### src/hw/lc3b_pkg.sv
package lc3b_pkg;

localparam int lc3b_word_w = 16;
localparam int lc3b_reg_cnt = 8;
localparam int lc3b_reg_w = 3;

typedef enum logic [3:0] {
	op_br   = 4'b0000,
	op_add  = 4'b0001,
	op_ldb  = 4'b0010,
	op_stb  = 4'b0011,
	op_jsr  = 4'b0100,
	op_and  = 4'b0101,
	op_ldr  = 4'b0110,
	op_str  = 4'b0111,
	op_rti  = 4'b1000,
	op_not  = 4'b1001,
	op_ldi  = 4'b1010,
	op_sti  = 4'b1011,
	op_jmp  = 4'b1100,
	op_shf  = 4'b1101,
	op_lea  = 4'b1110,
	op_trap = 4'b1111
} lc3b_opcode;

typedef enum logic [2:0] {
	alu_add,
	alu_and,
	alu_not,
	alu_pass,
	alu_sll,
	alu_srl,
	alu_sra
} lc3b_aluop;

// imm5 is {shift_type, low4}, sr2 and imm4 sit in low4
typedef union packed {
	struct packed {
		lc3b_opcode            opcode;
		logic [lc3b_reg_w-1:0] dr;
		logic [lc3b_reg_w-1:0] sr1;
		logic                  mode;
		logic                  shift_type;
		logic [3:0]            low4;
	} opr;
	struct packed {
		lc3b_opcode            opcode;
		logic [lc3b_reg_w-1:0] dr;
		logic [lc3b_reg_w-1:0] base;
		logic [5:0]            offset6;
	} mem;
	// offset11 and trapvect8 are slices of this view
	struct packed {
		lc3b_opcode            opcode;
		logic [lc3b_reg_w-1:0] dr;
		logic [8:0]            offset9;
	} pcr;
} lc3b_instr;

endpackage : lc3b_pkg

### src/hw/decode.sv
`timescale 1ns/100ps

module decode (
	input  lc3b_pkg::lc3b_instr              instr,
	output logic [lc3b_pkg::lc3b_reg_w-1:0]  sr1_addr,
	output logic [lc3b_pkg::lc3b_reg_w-1:0]  sr2_addr,
	output logic [lc3b_pkg::lc3b_reg_w-1:0]  dest_addr,
	output logic                             sh6_sel,
	output logic                             imm_sel,
	output logic [1:0]                       alumux1_sel,
	output logic [1:0]                       alumux2_sel,
	output lc3b_pkg::lc3b_aluop              alu_ctrl,
	output logic                             indirect,
	output logic                             read,
	output logic                             write,
	output logic [1:0]                       mem_byte_sig,
	output logic                             regfilemux_sel,
	output logic                             load_regfile,
	output logic                             memread_sel,
	output logic                             load_cc,
	output logic [1:0]                       pcmux_sel,
	output logic                             pcmux_sel_out_sel
);
	import lc3b_pkg::*;

	logic sr2_sel;
	logic destmux_sel;

	always_comb begin
		sr2_sel = 1'b0;
		destmux_sel = 1'b0;
		sh6_sel = 1'b0;
		imm_sel = 1'b0;
		alumux1_sel = 2'b00;
		alumux2_sel = 2'b00;
		alu_ctrl = alu_add;
		indirect = 1'b0;
		read = 1'b0;
		write = 1'b0;
		mem_byte_sig = 2'b00;
		regfilemux_sel = 1'b0;
		load_regfile = 1'b0;
		memread_sel = 1'b0;
		load_cc = 1'b0;
		pcmux_sel = 2'b00;
		pcmux_sel_out_sel = 1'b0;

		case (instr.opr.opcode)
			op_add, op_and: begin
				// Bit 5 picks imm5 over sr2
				alumux2_sel = instr.opr.mode ? 2'b11 : 2'b00;
				alu_ctrl = (instr.opr.opcode == op_and) ? alu_and : alu_add;
				load_regfile = 1'b1;
				load_cc = 1'b1;
			end
			op_not: begin
				alu_ctrl = alu_not;
				load_regfile = 1'b1;
				load_cc = 1'b1;
			end
			op_ldb, op_ldr, op_ldi: begin
				sh6_sel = (instr.opr.opcode != op_ldb);
				alumux2_sel = 2'b01;
				indirect = (instr.opr.opcode == op_ldi);
				read = 1'b1;
				if (instr.opr.opcode == op_ldb)
					mem_byte_sig = 2'b01;
				else if (instr.opr.opcode == op_ldr)
					mem_byte_sig = 2'b11;
				load_regfile = 1'b1;
				load_cc = 1'b1;
				memread_sel = 1'b1;
			end
			op_stb, op_str, op_sti: begin
				// Store data comes from the dr field
				sr2_sel = 1'b1;
				sh6_sel = (instr.opr.opcode != op_stb);
				alumux2_sel = 2'b01;
				indirect = (instr.opr.opcode == op_sti);
				write = 1'b1;
				if (instr.opr.opcode == op_stb)
					mem_byte_sig = 2'b01;
				else if (instr.opr.opcode == op_str)
					mem_byte_sig = 2'b11;
			end
			op_br: begin
				alumux1_sel = 2'b01;
				alumux2_sel = 2'b10;
				pcmux_sel_out_sel = 1'b1;
			end
			op_jmp: begin
				alu_ctrl = alu_pass;
				pcmux_sel = 2'b01;
			end
			op_jsr: begin
				if (instr.pcr.dr[2]) begin
					// PC plus offset11
					alumux1_sel = 2'b10;
					alumux2_sel = 2'b10;
				end else begin
					alu_ctrl = alu_pass;
				end
				destmux_sel = 1'b1;
				regfilemux_sel = 1'b1;
				load_regfile = 1'b1;
				pcmux_sel = 2'b01;
			end
			op_lea: begin
				alumux1_sel = 2'b01;
				alumux2_sel = 2'b10;
				load_regfile = 1'b1;
				load_cc = 1'b1;
			end
			op_shf: begin
				imm_sel = 1'b1;
				if (!instr.opr.shift_type)
					alu_ctrl = alu_sll;
				else if (instr.opr.mode)
					alu_ctrl = alu_sra;
				else
					alu_ctrl = alu_srl;
				load_regfile = 1'b1;
				load_cc = 1'b1;
			end
			op_trap: begin
				alumux1_sel = 2'b11;
				alu_ctrl = alu_pass;
				destmux_sel = 1'b1;
				regfilemux_sel = 1'b1;
				load_regfile = 1'b1;
				pcmux_sel = 2'b11;
			end
			op_rti: begin
				// Not implemented so it stays all zero
			end
		endcase
	end

	assign sr1_addr = instr.opr.sr1;
	assign sr2_addr = sr2_sel ? instr.opr.dr : instr.opr.low4[lc3b_reg_w-1:0];
	// R7 takes the return address
	assign dest_addr = destmux_sel ? lc3b_reg_w'(7) : instr.opr.dr;

endmodule : decode

### src/hw/imm_gen.sv
`timescale 1ns/100ps

module imm_gen (
	input  lc3b_pkg::lc3b_instr                instr,
	input  logic [1:0]                         alumux1_sel,
	input  logic [1:0]                         alumux2_sel,
	input  logic                               sh6_sel,
	input  logic                               imm_sel,
	output logic [lc3b_pkg::lc3b_word_w-1:0]   imm,
	output logic [lc3b_pkg::lc3b_word_w-1:0]   trapvec
);
	import lc3b_pkg::*;

	logic [4:0]  imm5;
	logic [5:0]  off6;
	logic [8:0]  off9;
	logic [10:0] off11;
	logic [7:0]  tv8;

	assign imm5 = {instr.opr.shift_type, instr.opr.low4};
	assign off6 = instr.mem.offset6;
	assign off9 = instr.pcr.offset9;
	assign off11 = {instr.pcr.dr[1:0], instr.pcr.offset9};
	assign tv8 = instr.pcr.offset9[7:0];

	always_comb begin
		if (imm_sel) begin
			// Shift amount
			imm = {{(lc3b_word_w-4){1'b0}}, instr.opr.low4};
		end else begin
			case (alumux2_sel)
				2'b01: imm = sh6_sel ? {{(lc3b_word_w-7){off6[5]}}, off6, 1'b0}
				                     : {{(lc3b_word_w-6){off6[5]}}, off6};
				2'b10: imm = (alumux1_sel == 2'b10) ? {{(lc3b_word_w-12){off11[10]}}, off11, 1'b0}
				                                    : {{(lc3b_word_w-10){off9[8]}}, off9, 1'b0};
				2'b11: imm = {{(lc3b_word_w-5){imm5[4]}}, imm5};
				default: imm = '0;
			endcase
		end
	end

	assign trapvec = {{(lc3b_word_w-9){1'b0}}, tv8, 1'b0};

endmodule : imm_gen

### src/hw/regfile.sv
`timescale 1ns/100ps

module regfile (
	input  logic                               clk,
	input  logic                               arst_n,
	input  logic                               wb_load,
	input  logic [lc3b_pkg::lc3b_reg_w-1:0]    wb_dest,
	input  logic [lc3b_pkg::lc3b_word_w-1:0]   wb_data,
	input  logic [lc3b_pkg::lc3b_reg_w-1:0]    sr1_addr,
	input  logic [lc3b_pkg::lc3b_reg_w-1:0]    sr2_addr,
	output logic [lc3b_pkg::lc3b_word_w-1:0]   sr1_data,
	output logic [lc3b_pkg::lc3b_word_w-1:0]   sr2_data
);
	import lc3b_pkg::*;

	logic [lc3b_word_w-1:0] regs [lc3b_reg_cnt];

	always_ff @(posedge clk or negedge arst_n) begin
		if (!arst_n) begin
			for (int i = 0; i < lc3b_reg_cnt; i++) begin
				regs[i] <= '0;
			end
		end else if (wb_load) begin
			regs[wb_dest] <= wb_data;
		end
	end

	// Writeback in the same cycle is forwarded to the readers
	assign sr1_data = (wb_load && (wb_dest == sr1_addr)) ? wb_data : regs[sr1_addr];
	assign sr2_data = (wb_load && (wb_dest == sr2_addr)) ? wb_data : regs[sr2_addr];

	a_wb_dest_known: assert property (
		@(posedge clk) disable iff (!arst_n)
		wb_load |-> !$isunknown(wb_dest)
	);

endmodule : regfile

### src/hw/id_ex_reg.sv
`timescale 1ns/100ps

module id_ex_reg (
	input  logic                               clk,
	input  logic                               arst_n,
	input  logic                               stall,
	input  logic                               flush,
	input  logic                               instr_valid,
	input  logic [lc3b_pkg::lc3b_word_w-1:0]   pc,
	input  logic [lc3b_pkg::lc3b_word_w-1:0]   sr1_data,
	input  logic [lc3b_pkg::lc3b_word_w-1:0]   sr2_data,
	input  logic [lc3b_pkg::lc3b_word_w-1:0]   imm,
	input  logic [lc3b_pkg::lc3b_word_w-1:0]   trapvec,
	input  logic [lc3b_pkg::lc3b_reg_w-1:0]    dest_addr,
	input  logic [1:0]                         alumux1_sel,
	input  logic [1:0]                         alumux2_sel,
	input  lc3b_pkg::lc3b_aluop                alu_ctrl,
	input  logic                               indirect,
	input  logic                               read,
	input  logic                               write,
	input  logic [1:0]                         mem_byte_sig,
	input  logic                               regfilemux_sel,
	input  logic                               load_regfile,
	input  logic                               memread_sel,
	input  logic                               load_cc,
	input  logic [1:0]                         pcmux_sel,
	input  logic                               pcmux_sel_out_sel,
	output logic                               ex_valid,
	output logic [lc3b_pkg::lc3b_word_w-1:0]   ex_pc,
	output logic [lc3b_pkg::lc3b_word_w-1:0]   ex_sr1_data,
	output logic [lc3b_pkg::lc3b_word_w-1:0]   ex_sr2_data,
	output logic [lc3b_pkg::lc3b_word_w-1:0]   ex_imm,
	output logic [lc3b_pkg::lc3b_word_w-1:0]   ex_trapvec,
	output logic [lc3b_pkg::lc3b_reg_w-1:0]    ex_dest,
	output logic [1:0]                         ex_alumux1_sel,
	output logic [1:0]                         ex_alumux2_sel,
	output lc3b_pkg::lc3b_aluop                ex_alu_ctrl,
	output logic                               ex_indirect,
	output logic                               ex_read,
	output logic                               ex_write,
	output logic [1:0]                         ex_mem_byte_sig,
	output logic                               ex_regfilemux_sel,
	output logic                               ex_load_regfile,
	output logic                               ex_memread_sel,
	output logic                               ex_load_cc,
	output logic [1:0]                         ex_pcmux_sel,
	output logic                               ex_pcmux_sel_out_sel
);
	import lc3b_pkg::*;

	// Valid and side-effect strobes
	// Flush wins over stall
	always_ff @(posedge clk or negedge arst_n) begin
		if (!arst_n) begin
			ex_valid <= 1'b0;
			ex_read <= 1'b0;
			ex_write <= 1'b0;
			ex_load_regfile <= 1'b0;
			ex_load_cc <= 1'b0;
		end else if (flush) begin
			ex_valid <= 1'b0;
			ex_read <= 1'b0;
			ex_write <= 1'b0;
			ex_load_regfile <= 1'b0;
			ex_load_cc <= 1'b0;
		end else if (!stall) begin
			ex_valid <= instr_valid;
			ex_read <= read & instr_valid;
			ex_write <= write & instr_valid;
			ex_load_regfile <= load_regfile & instr_valid;
			ex_load_cc <= load_cc & instr_valid;
		end
	end

	always_ff @(posedge clk or negedge arst_n) begin
		if (!arst_n) begin
			ex_alumux1_sel <= 2'b00;
			ex_alumux2_sel <= 2'b00;
			ex_alu_ctrl <= alu_add;
			ex_indirect <= 1'b0;
			ex_mem_byte_sig <= 2'b00;
			ex_regfilemux_sel <= 1'b0;
			ex_memread_sel <= 1'b0;
			ex_pcmux_sel <= 2'b00;
			ex_pcmux_sel_out_sel <= 1'b0;
		end else if (!stall) begin
			ex_alumux1_sel <= alumux1_sel;
			ex_alumux2_sel <= alumux2_sel;
			ex_alu_ctrl <= alu_ctrl;
			ex_indirect <= indirect;
			ex_mem_byte_sig <= mem_byte_sig;
			ex_regfilemux_sel <= regfilemux_sel;
			ex_memread_sel <= memread_sel;
			ex_pcmux_sel <= pcmux_sel;
			ex_pcmux_sel_out_sel <= pcmux_sel_out_sel;
		end
	end

	always_ff @(posedge clk) begin
		if (!stall) begin
			ex_pc <= pc;
			ex_sr1_data <= sr1_data;
			ex_sr2_data <= sr2_data;
			ex_imm <= imm;
			ex_trapvec <= trapvec;
			ex_dest <= dest_addr;
		end
	end

endmodule : id_ex_reg

### src/hw/lc3b_id_top.sv
`timescale 1ns/100ps

module lc3b_id_top (
	input  logic                               clk,
	input  logic                               arst_n,
	input  lc3b_pkg::lc3b_instr                instr,
	input  logic                               instr_valid,
	input  logic [lc3b_pkg::lc3b_word_w-1:0]   pc,
	input  logic                               stall,
	input  logic                               flush,
	input  logic                               wb_load,
	input  logic [lc3b_pkg::lc3b_reg_w-1:0]    wb_dest,
	input  logic [lc3b_pkg::lc3b_word_w-1:0]   wb_data,
	output logic                               ex_valid,
	output logic [lc3b_pkg::lc3b_word_w-1:0]   ex_pc,
	output logic [lc3b_pkg::lc3b_word_w-1:0]   ex_sr1_data,
	output logic [lc3b_pkg::lc3b_word_w-1:0]   ex_sr2_data,
	output logic [lc3b_pkg::lc3b_word_w-1:0]   ex_imm,
	output logic [lc3b_pkg::lc3b_word_w-1:0]   ex_trapvec,
	output logic [lc3b_pkg::lc3b_reg_w-1:0]    ex_dest,
	output logic [1:0]                         ex_alumux1_sel,
	output logic [1:0]                         ex_alumux2_sel,
	output lc3b_pkg::lc3b_aluop                ex_alu_ctrl,
	output logic                               ex_indirect,
	output logic                               ex_read,
	output logic                               ex_write,
	output logic [1:0]                         ex_mem_byte_sig,
	output logic                               ex_regfilemux_sel,
	output logic                               ex_load_regfile,
	output logic                               ex_memread_sel,
	output logic                               ex_load_cc,
	output logic [1:0]                         ex_pcmux_sel,
	output logic                               ex_pcmux_sel_out_sel
);
	import lc3b_pkg::*;

	logic [lc3b_reg_w-1:0]  sr1_addr;
	logic [lc3b_reg_w-1:0]  sr2_addr;
	logic [lc3b_reg_w-1:0]  dest_addr;
	logic                   sh6_sel;
	logic                   imm_sel;
	logic [1:0]             alumux1_sel;
	logic [1:0]             alumux2_sel;
	lc3b_aluop              alu_ctrl;
	logic                   indirect;
	logic                   read;
	logic                   write;
	logic [1:0]             mem_byte_sig;
	logic                   regfilemux_sel;
	logic                   load_regfile;
	logic                   memread_sel;
	logic                   load_cc;
	logic [1:0]             pcmux_sel;
	logic                   pcmux_sel_out_sel;
	logic [lc3b_word_w-1:0] sr1_data;
	logic [lc3b_word_w-1:0] sr2_data;
	logic [lc3b_word_w-1:0] imm;
	logic [lc3b_word_w-1:0] trapvec;

	decode u_decode (
		.instr             (instr),
		.sr1_addr          (sr1_addr),
		.sr2_addr          (sr2_addr),
		.dest_addr         (dest_addr),
		.sh6_sel           (sh6_sel),
		.imm_sel           (imm_sel),
		.alumux1_sel       (alumux1_sel),
		.alumux2_sel       (alumux2_sel),
		.alu_ctrl          (alu_ctrl),
		.indirect          (indirect),
		.read              (read),
		.write             (write),
		.mem_byte_sig      (mem_byte_sig),
		.regfilemux_sel    (regfilemux_sel),
		.load_regfile      (load_regfile),
		.memread_sel       (memread_sel),
		.load_cc           (load_cc),
		.pcmux_sel         (pcmux_sel),
		.pcmux_sel_out_sel (pcmux_sel_out_sel)
	);

	imm_gen u_imm_gen (
		.instr       (instr),
		.alumux1_sel (alumux1_sel),
		.alumux2_sel (alumux2_sel),
		.sh6_sel     (sh6_sel),
		.imm_sel     (imm_sel),
		.imm         (imm),
		.trapvec     (trapvec)
	);

	regfile u_regfile (
		.clk      (clk),
		.arst_n   (arst_n),
		.wb_load  (wb_load),
		.wb_dest  (wb_dest),
		.wb_data  (wb_data),
		.sr1_addr (sr1_addr),
		.sr2_addr (sr2_addr),
		.sr1_data (sr1_data),
		.sr2_data (sr2_data)
	);

	id_ex_reg u_id_ex_reg (
		.clk                  (clk),
		.arst_n               (arst_n),
		.stall                (stall),
		.flush                (flush),
		.instr_valid          (instr_valid),
		.pc                   (pc),
		.sr1_data             (sr1_data),
		.sr2_data             (sr2_data),
		.imm                  (imm),
		.trapvec              (trapvec),
		.dest_addr            (dest_addr),
		.alumux1_sel          (alumux1_sel),
		.alumux2_sel          (alumux2_sel),
		.alu_ctrl             (alu_ctrl),
		.indirect             (indirect),
		.read                 (read),
		.write                (write),
		.mem_byte_sig         (mem_byte_sig),
		.regfilemux_sel       (regfilemux_sel),
		.load_regfile         (load_regfile),
		.memread_sel          (memread_sel),
		.load_cc              (load_cc),
		.pcmux_sel            (pcmux_sel),
		.pcmux_sel_out_sel    (pcmux_sel_out_sel),
		.ex_valid             (ex_valid),
		.ex_pc                (ex_pc),
		.ex_sr1_data          (ex_sr1_data),
		.ex_sr2_data          (ex_sr2_data),
		.ex_imm               (ex_imm),
		.ex_trapvec           (ex_trapvec),
		.ex_dest              (ex_dest),
		.ex_alumux1_sel       (ex_alumux1_sel),
		.ex_alumux2_sel       (ex_alumux2_sel),
		.ex_alu_ctrl          (ex_alu_ctrl),
		.ex_indirect          (ex_indirect),
		.ex_read              (ex_read),
		.ex_write             (ex_write),
		.ex_mem_byte_sig      (ex_mem_byte_sig),
		.ex_regfilemux_sel    (ex_regfilemux_sel),
		.ex_load_regfile      (ex_load_regfile),
		.ex_memread_sel       (ex_memread_sel),
		.ex_load_cc           (ex_load_cc),
		.ex_pcmux_sel         (ex_pcmux_sel),
		.ex_pcmux_sel_out_sel (ex_pcmux_sel_out_sel)
	);

endmodule : lc3b_id_top

### config.mk
export PLATFORM = sky130hd
export DESIGN_NAME = lc3b_id_top
export DESIGN_NICKNAME = d
export VERILOG_FILES = /design/src/hw/lc3b_pkg.sv /design/src/hw/decode.sv /design/src/hw/imm_gen.sv /design/src/hw/regfile.sv /design/src/hw/id_ex_reg.sv /design/src/hw/lc3b_id_top.sv
export SDC_FILE = /design/constraint.sdc
export NUM_CORES = 1
export LEC_CHECK = 0
export BUFFER_PORTS_ARGS = -buffer_cell sky130_fd_sc_hd__buf_2
export CORE_AREA = 4 4 215 217
export CTS_CLUSTER_DIAMETER = 30
export DETAILED_ROUTE_END_ITERATION = 7
export DIE_AREA = 0 0 219 221
export PLACE_DENSITY = 0.42
export SLEW_MARGIN = 20
export SYNTH_ARGS = -nofsm -noshare
export SYNTH_HDL_FRONTEND = slang
export SYNTH_SLANG_ARGS = --single-unit
export TNS_END_PERCENT = 20
### constraint.sdc
create_clock -name clk -period 2.1 [get_ports clk]
set_input_delay 0.315 -clock clk [delete_from_list [all_inputs] [get_ports clk]]
set_output_delay 0.315 -clock clk [all_outputs]
set_load 0.01 [all_outputs]
# ---- Word-level counts from Yosys, hierarchy flattened
# Index checks and enable logic that the tools add are counted.
dict set report op_classes {
  n_bitwise 7
  muxes 50
  order_cmp 4
  reduce_logical 14
  eq_ne 23
}
# cell count
set ops {}
lappend ops {{$bwmux W128} 1}
lappend ops {{$mux W16} 8}
lappend ops {{$bmux W16 S3} 2}
lappend ops {{$demux W16 S3} 1}
lappend ops {{$pmux W16 S3} 1}
lappend ops {{$eq A4 B4 Y1 const B} 7}
lappend ops {{$mux W1} 18}
lappend ops {{$eq A4 B3 Y1 const B} 4}
lappend ops {{$mux W2} 8}
lappend ops {{$pmux W3 S5} 1}
lappend ops {{$ge A4 B4 Y1 const B} 3}
lappend ops {{$not A3 Y4} 3}
lappend ops {{$reduce_or A10 Y1} 1}
lappend ops {{$reduce_or A2 Y1} 5}
lappend ops {{$eq A4 B2 Y1 const B} 2}
lappend ops {{$ne A4 B2 Y1 const B} 2}
lappend ops {{$pmux W2 S2} 2}
lappend ops {{$pmux W2 S4} 1}
lappend ops {{$reduce_or A8 Y1} 1}
lappend ops {{$eq A2 B2 Y1 const B} 3}
lappend ops {{$eq A3 B3 Y1} 2}
lappend ops {{$mux W3} 2}
lappend ops {{$mux W6} 1}
lappend ops {{$pmux W2 S3} 1}
lappend ops {{11 further kinds} 18}
dict set report word_totals {
  word_cells 127
  output_inout_bits 103
  ff_bits 223
}

# ---- Logic depth before layout (Yosys ltp)
# Gate-level depths: netlist of the first run.
dict set report depth {
  ltp_word 9
  mapped_depth 9
  mapped_depth_nobuf 6
}

# ---- Hierarchy
# Synthesis of the first run repeated with hierarchy kept, for this count alone.
dict set report unflattened {
  cells_unflattened 699
  area_unflattened_um2 11597.4
}
# mod area_per_inst_um2 n_inst seq_area_each_um2 cells_per_inst
set by_module_without_submodules {}
lappend by_module_without_submodules {regfile 7533.5 1 3203.1 452}
lappend by_module_without_submodules {id_ex_reg 3293.2 1 2992.9 129}
lappend by_module_without_submodules {imm_gen 394.1 1 0.0 57}
lappend by_module_without_submodules {decode 376.6 1 0.0 61}

# ---- Worst setup path before layout of the first run
# No wires, ideal clock.
dict set report synth_timing {
  path_type {input to register}
  from {input port stall}
  to {register u_id_ex_reg.ex_alumux2_sel[1]}
  stages 2
  t_arrival_ps 2179
  setup_ps 129
  path_slack_ps -207
  cell_sequence {inv_1 -> mux2_2}
}
# element line
set synth_rtl {}
lappend synth_rtl {{from (decl)} lc3b_id_top.sv:9} ;# input logic stall,
lappend synth_rtl {{to (signal assigned)} id_ex_reg.sv:88} ;# ex_alumux2_sel <= alumux2_sel;
lappend synth_rtl {{to (decl)} id_ex_reg.sv:36} ;# output logic [1:0] ex_alumux2_sel,
# No word-level cell between the ends.

# ---- Final worst setup path of the first run
dict set report layout_timing {
  from {input port instr[0] (netlist bit)}
  to {register u_id_ex_reg.ex_sr2_data[11] (netlist bit), data pin}
}
dict set report layout_via {
  elab_chain_cells 6
}
# element line
set layout_rtl {}
lappend layout_rtl {{from (decl)} lc3b_id_top.sv:6} ;# input lc3b_pkg::lc3b_instr instr,
lappend layout_rtl {{$mux W3 (*)} decode.sv:140} ;# assign sr2_addr = sr2_sel ? instr.opr.dr : instr.opr.low4[lc3b_reg_w-1:0];
lappend layout_rtl {{$not A3 Y4 (not written as such)} regfile.sv:30} ;# assign sr2_data = (wb_load && (wb_dest == sr2_addr)) ? wb_data : regs[sr2_addr];
lappend layout_rtl {{$bmux W16 S3} regfile.sv:30}
lappend layout_rtl {{$mux W16 (not written as such) (2 in a row)} regfile.sv:30}
lappend layout_rtl {{$mux W16 (*)} regfile.sv:30}
lappend layout_rtl {{net sr2_data[11]} lc3b_id_top.sv:56} ;# logic [lc3b_word_w-1:0] sr2_data;
lappend layout_rtl {{to (signal assigned)} id_ex_reg.sv:103} ;# ex_sr2_data <= sr2_data;
lappend layout_rtl {{to (decl)} id_ex_reg.sv:31} ;# output logic [lc3b_pkg::lc3b_word_w-1:0] ex_sr2_data,
# The timed path passes the listed nets; every way through them passes the cells marked *. The select of a mux whose other input is x is not followed.
# A chain may end at the register's enable or synchronous reset.

==> flow_metrics.env, run 1 <==
export IMPL_syn_inst=809
export IMPL_worst_hold_path_num_cells=3
export IMPL_die_h_um=221
export IMPL_intPower_uw=12500
export IMPL_ios=160
export IMPL_switching_power_uw=4300
export IMPL_max_slew_margin_rel_pct=62.5
export IMPL_htree_levels=2
export IMPL_post_route_min_period_ps=1940
export IMPL_cts_sinks=219
export IMPL_critical_path_top_delay_family="buffers and inverters"
export IMPL_area_delta_synth_final_pct=35.9
export IMPL_fmax_ghz=0.515
export IMPL_ys_warn_count=0
export IMPL_cap_violations=0
export IMPL_cellLeakagePower_uw=0.00618
export IMPL_path_clk_slew_ps=50
export IMPL_rows=77
export IMPL_antennaDiodeCount=0
export IMPL_crit_type="input pin to flop"
export IMPL_first_global_vias=8215
export IMPL_mappedNetlistArea_sq_um=10900
export IMPL_clkLatencyLatePin_ps=570
export IMPL_combinationalPowerShare_pct=14.4
export IMPL_fin_util_pct=33.7
export IMPL_numCtsBuffers=58
export IMPL_ir_drop_uv=591
export IMPL_cp_start_kind="input pin"
export IMPL_worst_endpoint_required_ps=2400
export IMPL_cp_depth=8
export IMPL_vias=7634
export IMPL_cts_resized=0
export IMPL_skew_ps=17.5
export IMPL_drcViolationCount=0
export IMPL_wl_um=33800
export IMPL_clkPwrFrac_pct=51.5
export IMPL_ff2ff_path_depth=3
export IMPL_slew_violations=0
export IMPL_finalPower_uw=16800
export IMPL_gp_congestion=0.736
export IMPL_rsz0062_at_grt="no"
export IMPL_tightest_slew_ps=562
export IMPL_cellPowerDensity_nw_per_um2=1130
export IMPL_synth_main_ff_cell="dfrtp_1"
export IMPL_ctsRootBufferMaster="clkbuf_16"
export IMPL_cp_cell_sequence="dlygate4sd3_1 > buf_2 > o21ai_4 > and2_4 > buf_12 > a211oi_1 > a2111oi_2 > mux2_1"
export IMPL_finalSetupViolations=0
export IMPL_post_drt_wl_per_cell_um=20.3
export IMPL_start_util_pct=24.8
export IMPL_p_sw_share_pct=25.7
export IMPL_grt_pass1_wl_um=51900
export IMPL_numPortBuffers=151
export IMPL_final_hold_viol_count=0
export IMPL_place_ws_ps=-221
export IMPL_ys_ff_latch=219
export IMPL_antenna_left=0
export IMPL_synth_seq_area_share_pct=53.4
export IMPL_cts_hold_buffers=20
export IMPL_fp_dieArea_sq_um=48400
export IMPL_critPathMaxStageDelay_ps=530
export IMPL_cts_setup_buffers=0
export IMPL_viasPerCell=4.58
export IMPL_seqPwrFrac_pct=34.1
export IMPL_post_synth_cell_area_avg_sq_um=13.5
export IMPL_cts_path_max_buffers=3
export IMPL_arrival_ps=2240
export IMPL_design_core_area_sq_um=44100
export IMPL_grt_max_degree=53
export IMPL_die_w_um=219
export IMPL_path_max_fanout=44
export IMPL_synth_edf_count=71
export IMPL_status="finished clean"
export IMPL_drive_gt1_share_pct=46.0
export IMPL_tns_ps=0
export IMPL_grt_antenna_before_repair=1
export IMPL_drtIter0Drc=387
export IMPL_reg2reg_slack_ps=650
export IMPL_fin_nets=1081
export IMPL_critical_path_endpoint_type="flop"
export IMPL_globalRouteOverflowTotal=0
export IMPL_crit_buf_inv=3
export IMPL_fill_cells=4437
export IMPL_cts_tree="done"
export IMPL_yosysUniqueCellTypes=49
export IMPL_async_reset_ff_share_pct=67.6
export IMPL_dp_hpwl_um=21700
export IMPL_drtPass1Iterations=6
export IMPL_grt_use_total_pct=13.8
export IMPL_final_period_utilization_pct=92.5
export IMPL_final_setup_worst_slack_ps=156
export IMPL_min_delay_path_class="input pin to flop"
export IMPL_slowest_stage="dlygate4sd3_1"
==> power by group through the flow <==
| stage | registers [uW] | logic, uW | clock network (uW) |
|---|---|---|---|
| after floorplan | 5710 | 1570 | 0 |
| after global placement | 5780 | 2390 | 0 |
| after detailed placement | 5780 | 2420 | 0 |
| after CTS | 5720 | 2460 | 8810 |
| after global routing | 5810 | 2650 | 9080 |
| final | 5720 | 2420 | 8630 |
==> per-layer routing <==
metal / track usage (%) / vias up / wire [um]
met3: 2.51 / 58 / 1400
met5: 0 / - / 9
met2: 23.0 / 167 / 16400
met4: 4.00 / 2 / 654
met1: 18.4 / 3883 / 15300
li1: - / 3524 / -
==> stage by stage <==
step / cell area [sq um] / hold slack (ps) / cells
6_report: 14900 / 28.0 / 1666
5_1_grt: 14900 / 23.4 / 1666
4_1_cts: 14900 / 4.34 / 1666
3_5_place_dp: 12700 / 328 / 1536
3_3_place_gp: 12700 / 325 / 1536
2_1_floorplan: 11000 / 19.4 / 816
==> placed cells by master, fill, tap and decap left out, types with 7 or more instances in the layout <==
| cell type | n |
|---|---|
| buf_2 | 150 |
| conb_1 | 8 |
| buf_12 | 18 |
| nand3_1 | 8 |
| a2111oi_0 | 11 |
| edfxtp_1 | 71 |
| nand2_1 | 30 |
| o21ai_0 | 14 |
| buf_4 | 46 |
| a211oi_1 | 49 |
| clkbuf_8 | 10 |
| mux4_2 | 32 |
| mux2i_1 | 33 |
| dfrtp_1 | 148 |
| mux2_1 | 16 |
| nor2_1 | 24 |
| clkbuf_16 | 58 |
| clkinv_2 | 13 |
| a21boi_0 | 49 |
| clkbuf_1 | 9 |
| a21o_1 | 7 |
| mux2_2 | 129 |
| a21oi_1 | 26 |
| inv_6 | 8 |
| dlygate4sd3_1 | 20 |
==> cells by family (layout without fill, tap and decap cells) <==
kind of cell	Yosys count	after routing	synth area share, %
other	1	8	0.0343
flip-flops	219	219	53.4
AND/OR/NAND/NOR	93	93	4.31
XOR/XNOR	8	8	0.641
multiplexers	210	210	24.5
AO/OA/AOI/OAI	184	184	12.5
buffers and inverters	94	352	4.55
==> synthesized netlist by cell type, types with 6 or more instances <==
cell type / instances / share of area [%]
nor2_1: 24 / 0.82
inv_1: 7 / 0.24
mux2_2: 129 / 13
mux2i_1: 33 / 3.0
buf_2: 19 / 0.87
mux2_1: 16 / 1.6
nand3_1: 8 / 0.37
nand2b_1: 6 / 0.34
a21oi_1: 26 / 1.2
a22o_1: 6 / 0.48
edfxtp_1: 71 / 19
o21ai_0: 14 / 0.64
mux4_2: 32 / 6.6
buf_4: 17 / 1.2
dfrtp_1: 148 / 34
a21boi_0: 49 / 3.4
a2111oi_0: 11 / 0.88
clkbuf_1: 30 / 1.0
a211oi_1: 49 / 3.4
buf_1: 14 / 0.48
a21o_1: 7 / 0.48
nand2_1: 30 / 1.0
==> cell type report <==
type | count | area (sq um) | share of cell area, %
Timing Repair Buffer | 235 | 1670 | 11.2
Sequential cell | 219 | 5840 | 39.3
Clock buffer | 77 | 1620 | 10.9
Multi-Input combinational cell | 503 | 4640 | 31.2
Inverter | 7 | 30.0 | 0.202
Tap cell | 592 | 741 | 4.99
Clock inverter | 33 | 324 | 2.18
==> path summary, 6_finish.rpt <==
kind / endpoint / startpoint
setup / recovery: u_id_ex_reg.ex_sr2_data[11] / instr[0]
hold / removal: u_id_ex_reg.ex_load_regfile / instr_valid
setup reg to reg: u_id_ex_reg.ex_sr1_data[3] / u_regfile.regs[3]
hold reg to reg: u_id_ex_reg.ex_pcmux_sel_out_sel / u_id_ex_reg.ex_pcmux_sel_out_sel
max in group asynchronous: u_id_ex_reg.ex_alu_ctrl[0] / arst_n
min in group asynchronous: u_regfile.regs[17] / arst_n
==> sequential cells by signal (all words and copies together), names as in the netlist, 3 cells and up <==
signal	flops
u_id_ex_reg.ex_sr2_data	16
u_id_ex_reg.ex_pc	16
u_id_ex_reg.ex_alu_ctrl	3
u_id_ex_reg.ex_sr1_data	16
u_id_ex_reg.ex_trapvec	8
u_regfile.regs	128
u_id_ex_reg.ex_imm	12
u_id_ex_reg.ex_dest	3
==> worst register-to-register path, cell delays in order, from the launching register on <==
cell     delay (ps)
dfrtp_1         390
mux4_2          490
mux2i_1         150
a21oi_1         130
Power figures use the tool's default switching activity.
==> run 2: changes to the inputs <==
- BUFFER_PORTS_ARGS: -buffer_cell sky130_fd_sc_hd__buf_2 -> default
- CELL_PAD_IN_SITES_DETAIL_PLACEMENT: default -> 0
- CELL_PAD_IN_SITES_GLOBAL_PLACEMENT: default -> 1
- CTS_BUF_LIST: default -> sky130_fd_sc_hd__clkbuf_8
- DONT_BUFFER_PORTS: default -> 1
- PLACE_DENSITY: 0.42 -> 0.45
==> flow_metrics.env, run 2 (synthesized netlist as in run 1, its figures left out) <==
export IMPL_die_h_um=221
export IMPL_grt_max_degree=149
export IMPL_cts_setup_buffers=0
export IMPL_cp_cell_sequence="nand2_1 > dlygate4sd3_1 > a21oi_1 > dlygate4sd3_1"
export IMPL_min_delay_path_class="input pin to asynchronous set/reset pin"
export IMPL_gp_congestion=0.721
export IMPL_critPathMaxStageDelay_ps=550
export IMPL_clkLatencyLatePin_ps=600
export IMPL_start_util_pct=24.8
export IMPL_rows=77
export IMPL_cts_hold_buffers=65
export IMPL_post_drt_wl_per_cell_um=22.1
export IMPL_critical_path_top_delay_family="buffers and inverters"
export IMPL_critical_path_endpoint_type="flop"
export IMPL_final_hold_viol_count=148
export IMPL_arrival_ps=2270
export IMPL_skew_ps=33.2
export IMPL_grt_antenna_before_repair=4
export IMPL_tightest_slew_ps=722
export IMPL_ctsRootBufferMaster="clkbuf_8"
export IMPL_cp_start_kind="flop"
export IMPL_place_area_sq_um=11800
export IMPL_cellLeakagePower_uw=0.00554
export IMPL_path_max_fanout=2
export IMPL_vias=7378
export IMPL_seqPwrFrac_pct=41.0
export IMPL_drtIter0Drc=443
export IMPL_final_area_sq_um=13900
export IMPL_rsz0062_at_grt="no"
export IMPL_cellPowerDensity_nw_per_um2=1030
export IMPL_area_delta_synth_final_pct=27.3
export IMPL_first_global_vias=7977
export IMPL_ir_drop_uv=367
export IMPL_fp_dieArea_sq_um=48400
export IMPL_max_slew_margin_rel_pct=51.4
export IMPL_drcViolationCount=0
export IMPL_fin_nets=985
export IMPL_dp_hpwl_um=21600
export IMPL_wl_um=34800
export IMPL_worst_endpoint_required_ps=2570
export IMPL_die_w_um=219
export IMPL_fmax_ghz=0.556
export IMPL_layout_common_cells="dfrtp_1, mux2_2, clkbuf_8"
export IMPL_slew_violations=0
export IMPL_numPortBuffers=0
export IMPL_status="finished, violations left"
export IMPL_viasPerCell=4.68
export IMPL_htree_levels=3
export IMPL_combinationalPowerShare_pct=14.0
export IMPL_cts_tree="done"
export IMPL_path_clk_slew_ps=50
export IMPL_crit_buf_inv=2
export IMPL_violations="hold timing"
export IMPL_clkPwrFrac_pct=45.0
export IMPL_final_setup_worst_slack_ps=303
export IMPL_cts_sinks=219
export IMPL_drive_gt1_share_pct=35.7
export IMPL_ios=160
export IMPL_cts_path_max_buffers=3
export IMPL_cap_violations=0
export IMPL_final_period_utilization_pct=85.6
export IMPL_antenna_left=0
export IMPL_p_sw_share_pct=26.4
export IMPL_intPower_uw=10500
export IMPL_finalSetupViolations=0
export IMPL_place_ws_ps=-246
export IMPL_largest_reg_flops=128
export IMPL_largest_register="u_regfile.regs"
export IMPL_crit_type="flop to flop"
export IMPL_layout_commonest_cell="dfrtp_1"
export IMPL_grt_pass1_wl_um=52600
export IMPL_slowest_stage="dlygate4sd3_1"
export IMPL_design_core_area_sq_um=44100
export IMPL_globalRouteOverflowTotal=0
export IMPL_post_route_min_period_ps=1800
export IMPL_critPathMostFrequentCell="dlygate4sd3_1"
export IMPL_switching_power_uw=3770
export IMPL_drtPass1Iterations=6
export IMPL_numCtsBuffers=67
export IMPL_grt_use_total_pct=14.3
export IMPL_whs_ps=-580
==> run 2: cell count changes in the layout (fill, tap and decap cells not counted), moves of 6 or more <==
cell / delta
buf_12: -12
buf_2: -150
buf_4: +13
clkbuf_1: -9
clkbuf_16: -58
clkbuf_8: +73
dlygate4sd3_1: +44
inv_1: +15
inv_6: -6
==> run 2: worst paths after layout <==
check | start | endpoint | slack (ps) | cells past startpoint
max in group asynchronous | arst_n | u_regfile.regs[61] | 2310 | 0
worst min register to register | u_regfile.regs[3] | u_regfile.regs[3] | 520 | 1
worst min-delay path | arst_n | u_id_ex_reg.ex_alu_ctrl[2] | -580 | 0
worst max-delay path | u_id_ex_reg.ex_write | u_id_ex_reg.ex_write | 300 | 4
min in group clk | instr[8] | u_id_ex_reg.ex_sr1_data[6] | 60 | 2
worst max register to register | u_id_ex_reg.ex_write | u_id_ex_reg.ex_write | 300 | 4
==> run 2: final cells by class <==
| type | count | area [sq um] |
|---|---|---|
| Sequential cell | 219 | 5840 |
| Timing Repair Buffer | 130 | 1220 |
| Antenna cell | 1 | 2.50 |
| Tap cell | 592 | 741 |
| Clock inverter | 41 | 315 |
| Inverter | 7 | 30.0 |
| Multi-Input combinational cell | 503 | 4640 |
| Fill cell | 4511 | 30200 |
| Clock buffer | 83 | 1140 |
==> run 2: per-stage QoR <==
| stage | setup TNS, ps | utilization (%) | power (uW) | instances |
|---|---|---|---|---|
| 6_report | 0 | 31.5 | 14300 | 1576 |
| 5_1_grt | 0 | 31.5 | 15100 | 1576 |
| 2_1_floorplan | -559 | - | 7280 | 816 |
| 3_5_place_dp | -2640 | 26.8 | 7790 | 1386 |
| 4_1_cts | 0 | 31.5 | 14600 | 1575 |
| 3_3_place_gp | -2660 | 26.8 | 7770 | 1386 |
==> run 2: timing repair <==
action | in CTS | in global routing
setup endpoints to repair | 0 | 1
hold endpoints to repair | 368 | 148
gates resized for setup | 0 | 1
==> run 2: worst register-to-register path, cell delays in order, from the launching register on <==
cell,delay (ps)
dfrtp_1,440
nand2_1,90
dlygate4sd3_1,540
a21oi_1,50
dlygate4sd3_1,550
==> run 2: metal layers <==
metal | global-route usage, % | part of all wire, % | up-vias
li1 | - | - | 3343
met1 | 18.5 | 45 | 3789
met2 | 23.3 | 49 | 195
met3 | 3.77 | 5.0 | 45
met4 | 4.87 | 1.8 | 6
met5 | 0 | 0.098 | -
==> run 2: power by group through the flow <==
stage / Combinational, uW / Sequential [uW] / Clock (uW)
floorplan: 1570 / 5710 / 0
global placement: 1840 / 5940 / 0
detailed placement: 1860 / 5930 / 0
CTS: 2030 / 5870 / 6690
global route: 2190 / 5950 / 6950
finish: 2000 / 5860 / 6440
==> run 3: changes to the inputs <==
- RECOVER_POWER: default -> 100
==> flow_metrics.env, run 3 (synthesized netlist as in run 1, its figures left out) <==
export IMPL_fmax_ghz=0.542
export IMPL_gp_congestion=0.721
export IMPL_critical_path_endpoint_type="flop"
export IMPL_slowest_stage="buf_2"
export IMPL_grt_max_degree=149
export IMPL_layout_common_cells="dfrtp_1, mux2_2, clkbuf_8"
export IMPL_cellLeakagePower_uw=0.00548
export IMPL_path_max_fanout=51
export IMPL_ios=160
export IMPL_tns_ps=0
export IMPL_fin_nets=985
export IMPL_skew_ps=35.5
export IMPL_antenna_left=0
export IMPL_cts_setup_buffers=0
export IMPL_intPower_uw=10500
export IMPL_drtIter0Drc=440
export IMPL_die_w_um=219
export IMPL_final_hold_viol_count=148
export IMPL_layout_commonest_cell="dfrtp_1"
export IMPL_status="finished, violations left"
export IMPL_numPortBuffers=0
export IMPL_vias=7365
export IMPL_slew_violations=0
export IMPL_design_core_area_sq_um=44100
export IMPL_worst_endpoint_required_ps=2280
export IMPL_clkPwrFrac_pct=45.1
export IMPL_arrival_ps=2030
export IMPL_tightest_slew_ps=1160
export IMPL_drtPass1Iterations=4
export IMPL_max_slew_margin_rel_pct=22.4
export IMPL_cts_sinks=219
export IMPL_numCtsBuffers=67
export IMPL_die_h_um=221
export IMPL_seqPwrFrac_pct=41.1
export IMPL_grt_antenna_before_repair=4
export IMPL_finalSetupViolations=0
export IMPL_critical_path_top_delay_family="buffers and inverters"
export IMPL_cap_violations=0
export IMPL_grt_pass1_wl_um=52600
export IMPL_fp_dieArea_sq_um=48400
export IMPL_crit_buf_inv=3
export IMPL_area_delta_synth_final_pct=26.5
export IMPL_ir_drop_uv=364
export IMPL_cp_cell_sequence="clkdlybuf4s25_1 > clkinvlp_4 > buf_2"
export IMPL_final_area_sq_um=13800
export IMPL_largest_reg_flops=128
export IMPL_critPathMaxStageDelay_ps=890
export IMPL_whs_ps=-574
export IMPL_first_global_vias=7977
export IMPL_drcViolationCount=0
export IMPL_min_delay_path_class="input pin to asynchronous set/reset pin"
export IMPL_cts_path_max_buffers=3
export IMPL_start_util_pct=24.8
export IMPL_p_sw_share_pct=26.4
export IMPL_grt_use_total_pct=14.3
export IMPL_cp_start_kind="input pin"
export IMPL_cellPowerDensity_nw_per_um2=1030
export IMPL_final_period_utilization_pct=87.8
export IMPL_largest_register="u_regfile.regs"
export IMPL_violations="hold timing"
export IMPL_crit_type="input pin to flop"
export IMPL_clkLatencyLatePin_ps=600
export IMPL_globalRouteOverflowTotal=0
export IMPL_cts_hold_buffers=65
export IMPL_viasPerCell=4.67
export IMPL_cts_tree="done"
export IMPL_switching_power_uw=3760
export IMPL_place_area_sq_um=11800
export IMPL_post_route_min_period_ps=1840
export IMPL_fill_cells=4532
export IMPL_combinationalPowerShare_pct=13.9
export IMPL_dp_hpwl_um=21600
export IMPL_ctsRootBufferMaster="clkbuf_8"
export IMPL_post_drt_wl_per_cell_um=22.1
export IMPL_path_clk_slew_ps=50
export IMPL_wl_um=34800
export IMPL_rsz0062_at_grt="no"
export IMPL_rows=77
export IMPL_drive_gt1_share_pct=34.1
export IMPL_htree_levels=3
run 3: cell types whose count changed in the layout (fill, tap and decap cells not counted), moves of 2 or more:
cell and change:
buf_4 -12, clkbuf_1 +11, a2111oi_0 +2, a2111oi_2 -2, and2_0 +2, and2_1 -2, nor3b_1 +2, nor3b_2 -2
run 3: worst paths after layout:
check	depth (start not counted)	startpoint	endpoint	slack (ps)
min in group clk	2	instr[8]	u_id_ex_reg.ex_sr1_data[6]	60
worst min-delay path	0	arst_n	u_id_ex_reg.ex_alu_ctrl[2]	-570
worst min register to register	1	u_regfile.regs[3]	u_regfile.regs[3]	520
max in group asynchronous	0	arst_n	u_regfile.regs[61]	2310
worst max register to register	4	u_id_ex_reg.ex_write	u_id_ex_reg.ex_write	310
worst max-delay path	3	stall	u_id_ex_reg.ex_sr1_data[8]	260
run 3: worst register-to-register path: cells and delay by family (launching register included):
kind	cells	cell delay, ps
AO/OA/AOI/OAI	1	50
buffers and inverters	2	1090
flip-flops	1	430
AND/OR/NAND/NOR	1	90
run 3: metrics by stage:
stage               setup WS, ps  utilization [%]  hold WS (ps)  instances  total power (uW)
floorplan                  -55.9                -          19.4        816              7280
global placement            -306             26.8          23.3       1386              7770
detailed placement          -246             26.8          23.3       1386              7790
CTS                         43.3             31.5          -642       1575             14600
global route                 121             31.3          -628       1576             15100
finish                       255             31.3          -574       1576             14300
run 3: power by group through the flow:
stage / logic, uW / clock network (uW) / registers (uW)
floorplan: 1570 / 0 / 5710
global placement: 1840 / 0 / 5940
detailed placement: 1860 / 0 / 5930
CTS: 2030 / 6690 / 5870
global route: 2170 / 6950 / 5950
finish: 1980 / 6430 / 5860
run 3: timing repair:
action                                 in CTS  in global routing
resized for setup                           0                  1
setup endpoints to repair                   0                  1
endpoints found under the hold margin     368                148
run 3: layout make-up:
type	instances	area, sq um	area share (%)
diodes	1	2.50	0.0181
clock buffers	83	1140	8.26
clock inverters	41	315	2.28
inverters	7	30.0	0.217
multi-input cells	503	4610	33.3
flip-flops and latches	219	5840	42.2
well taps	592	741	5.36
repair buffers	130	1150	8.35
run 3: metal layers:
metal,vias to the layer above,track usage [%],share of wire [%]
li1,3343,-,-
met1,3775,18.5,44
met2,193,23.3,48
met3,48,3.77,5.1
met4,6,4.87,1.8
met5,-,0,0.098
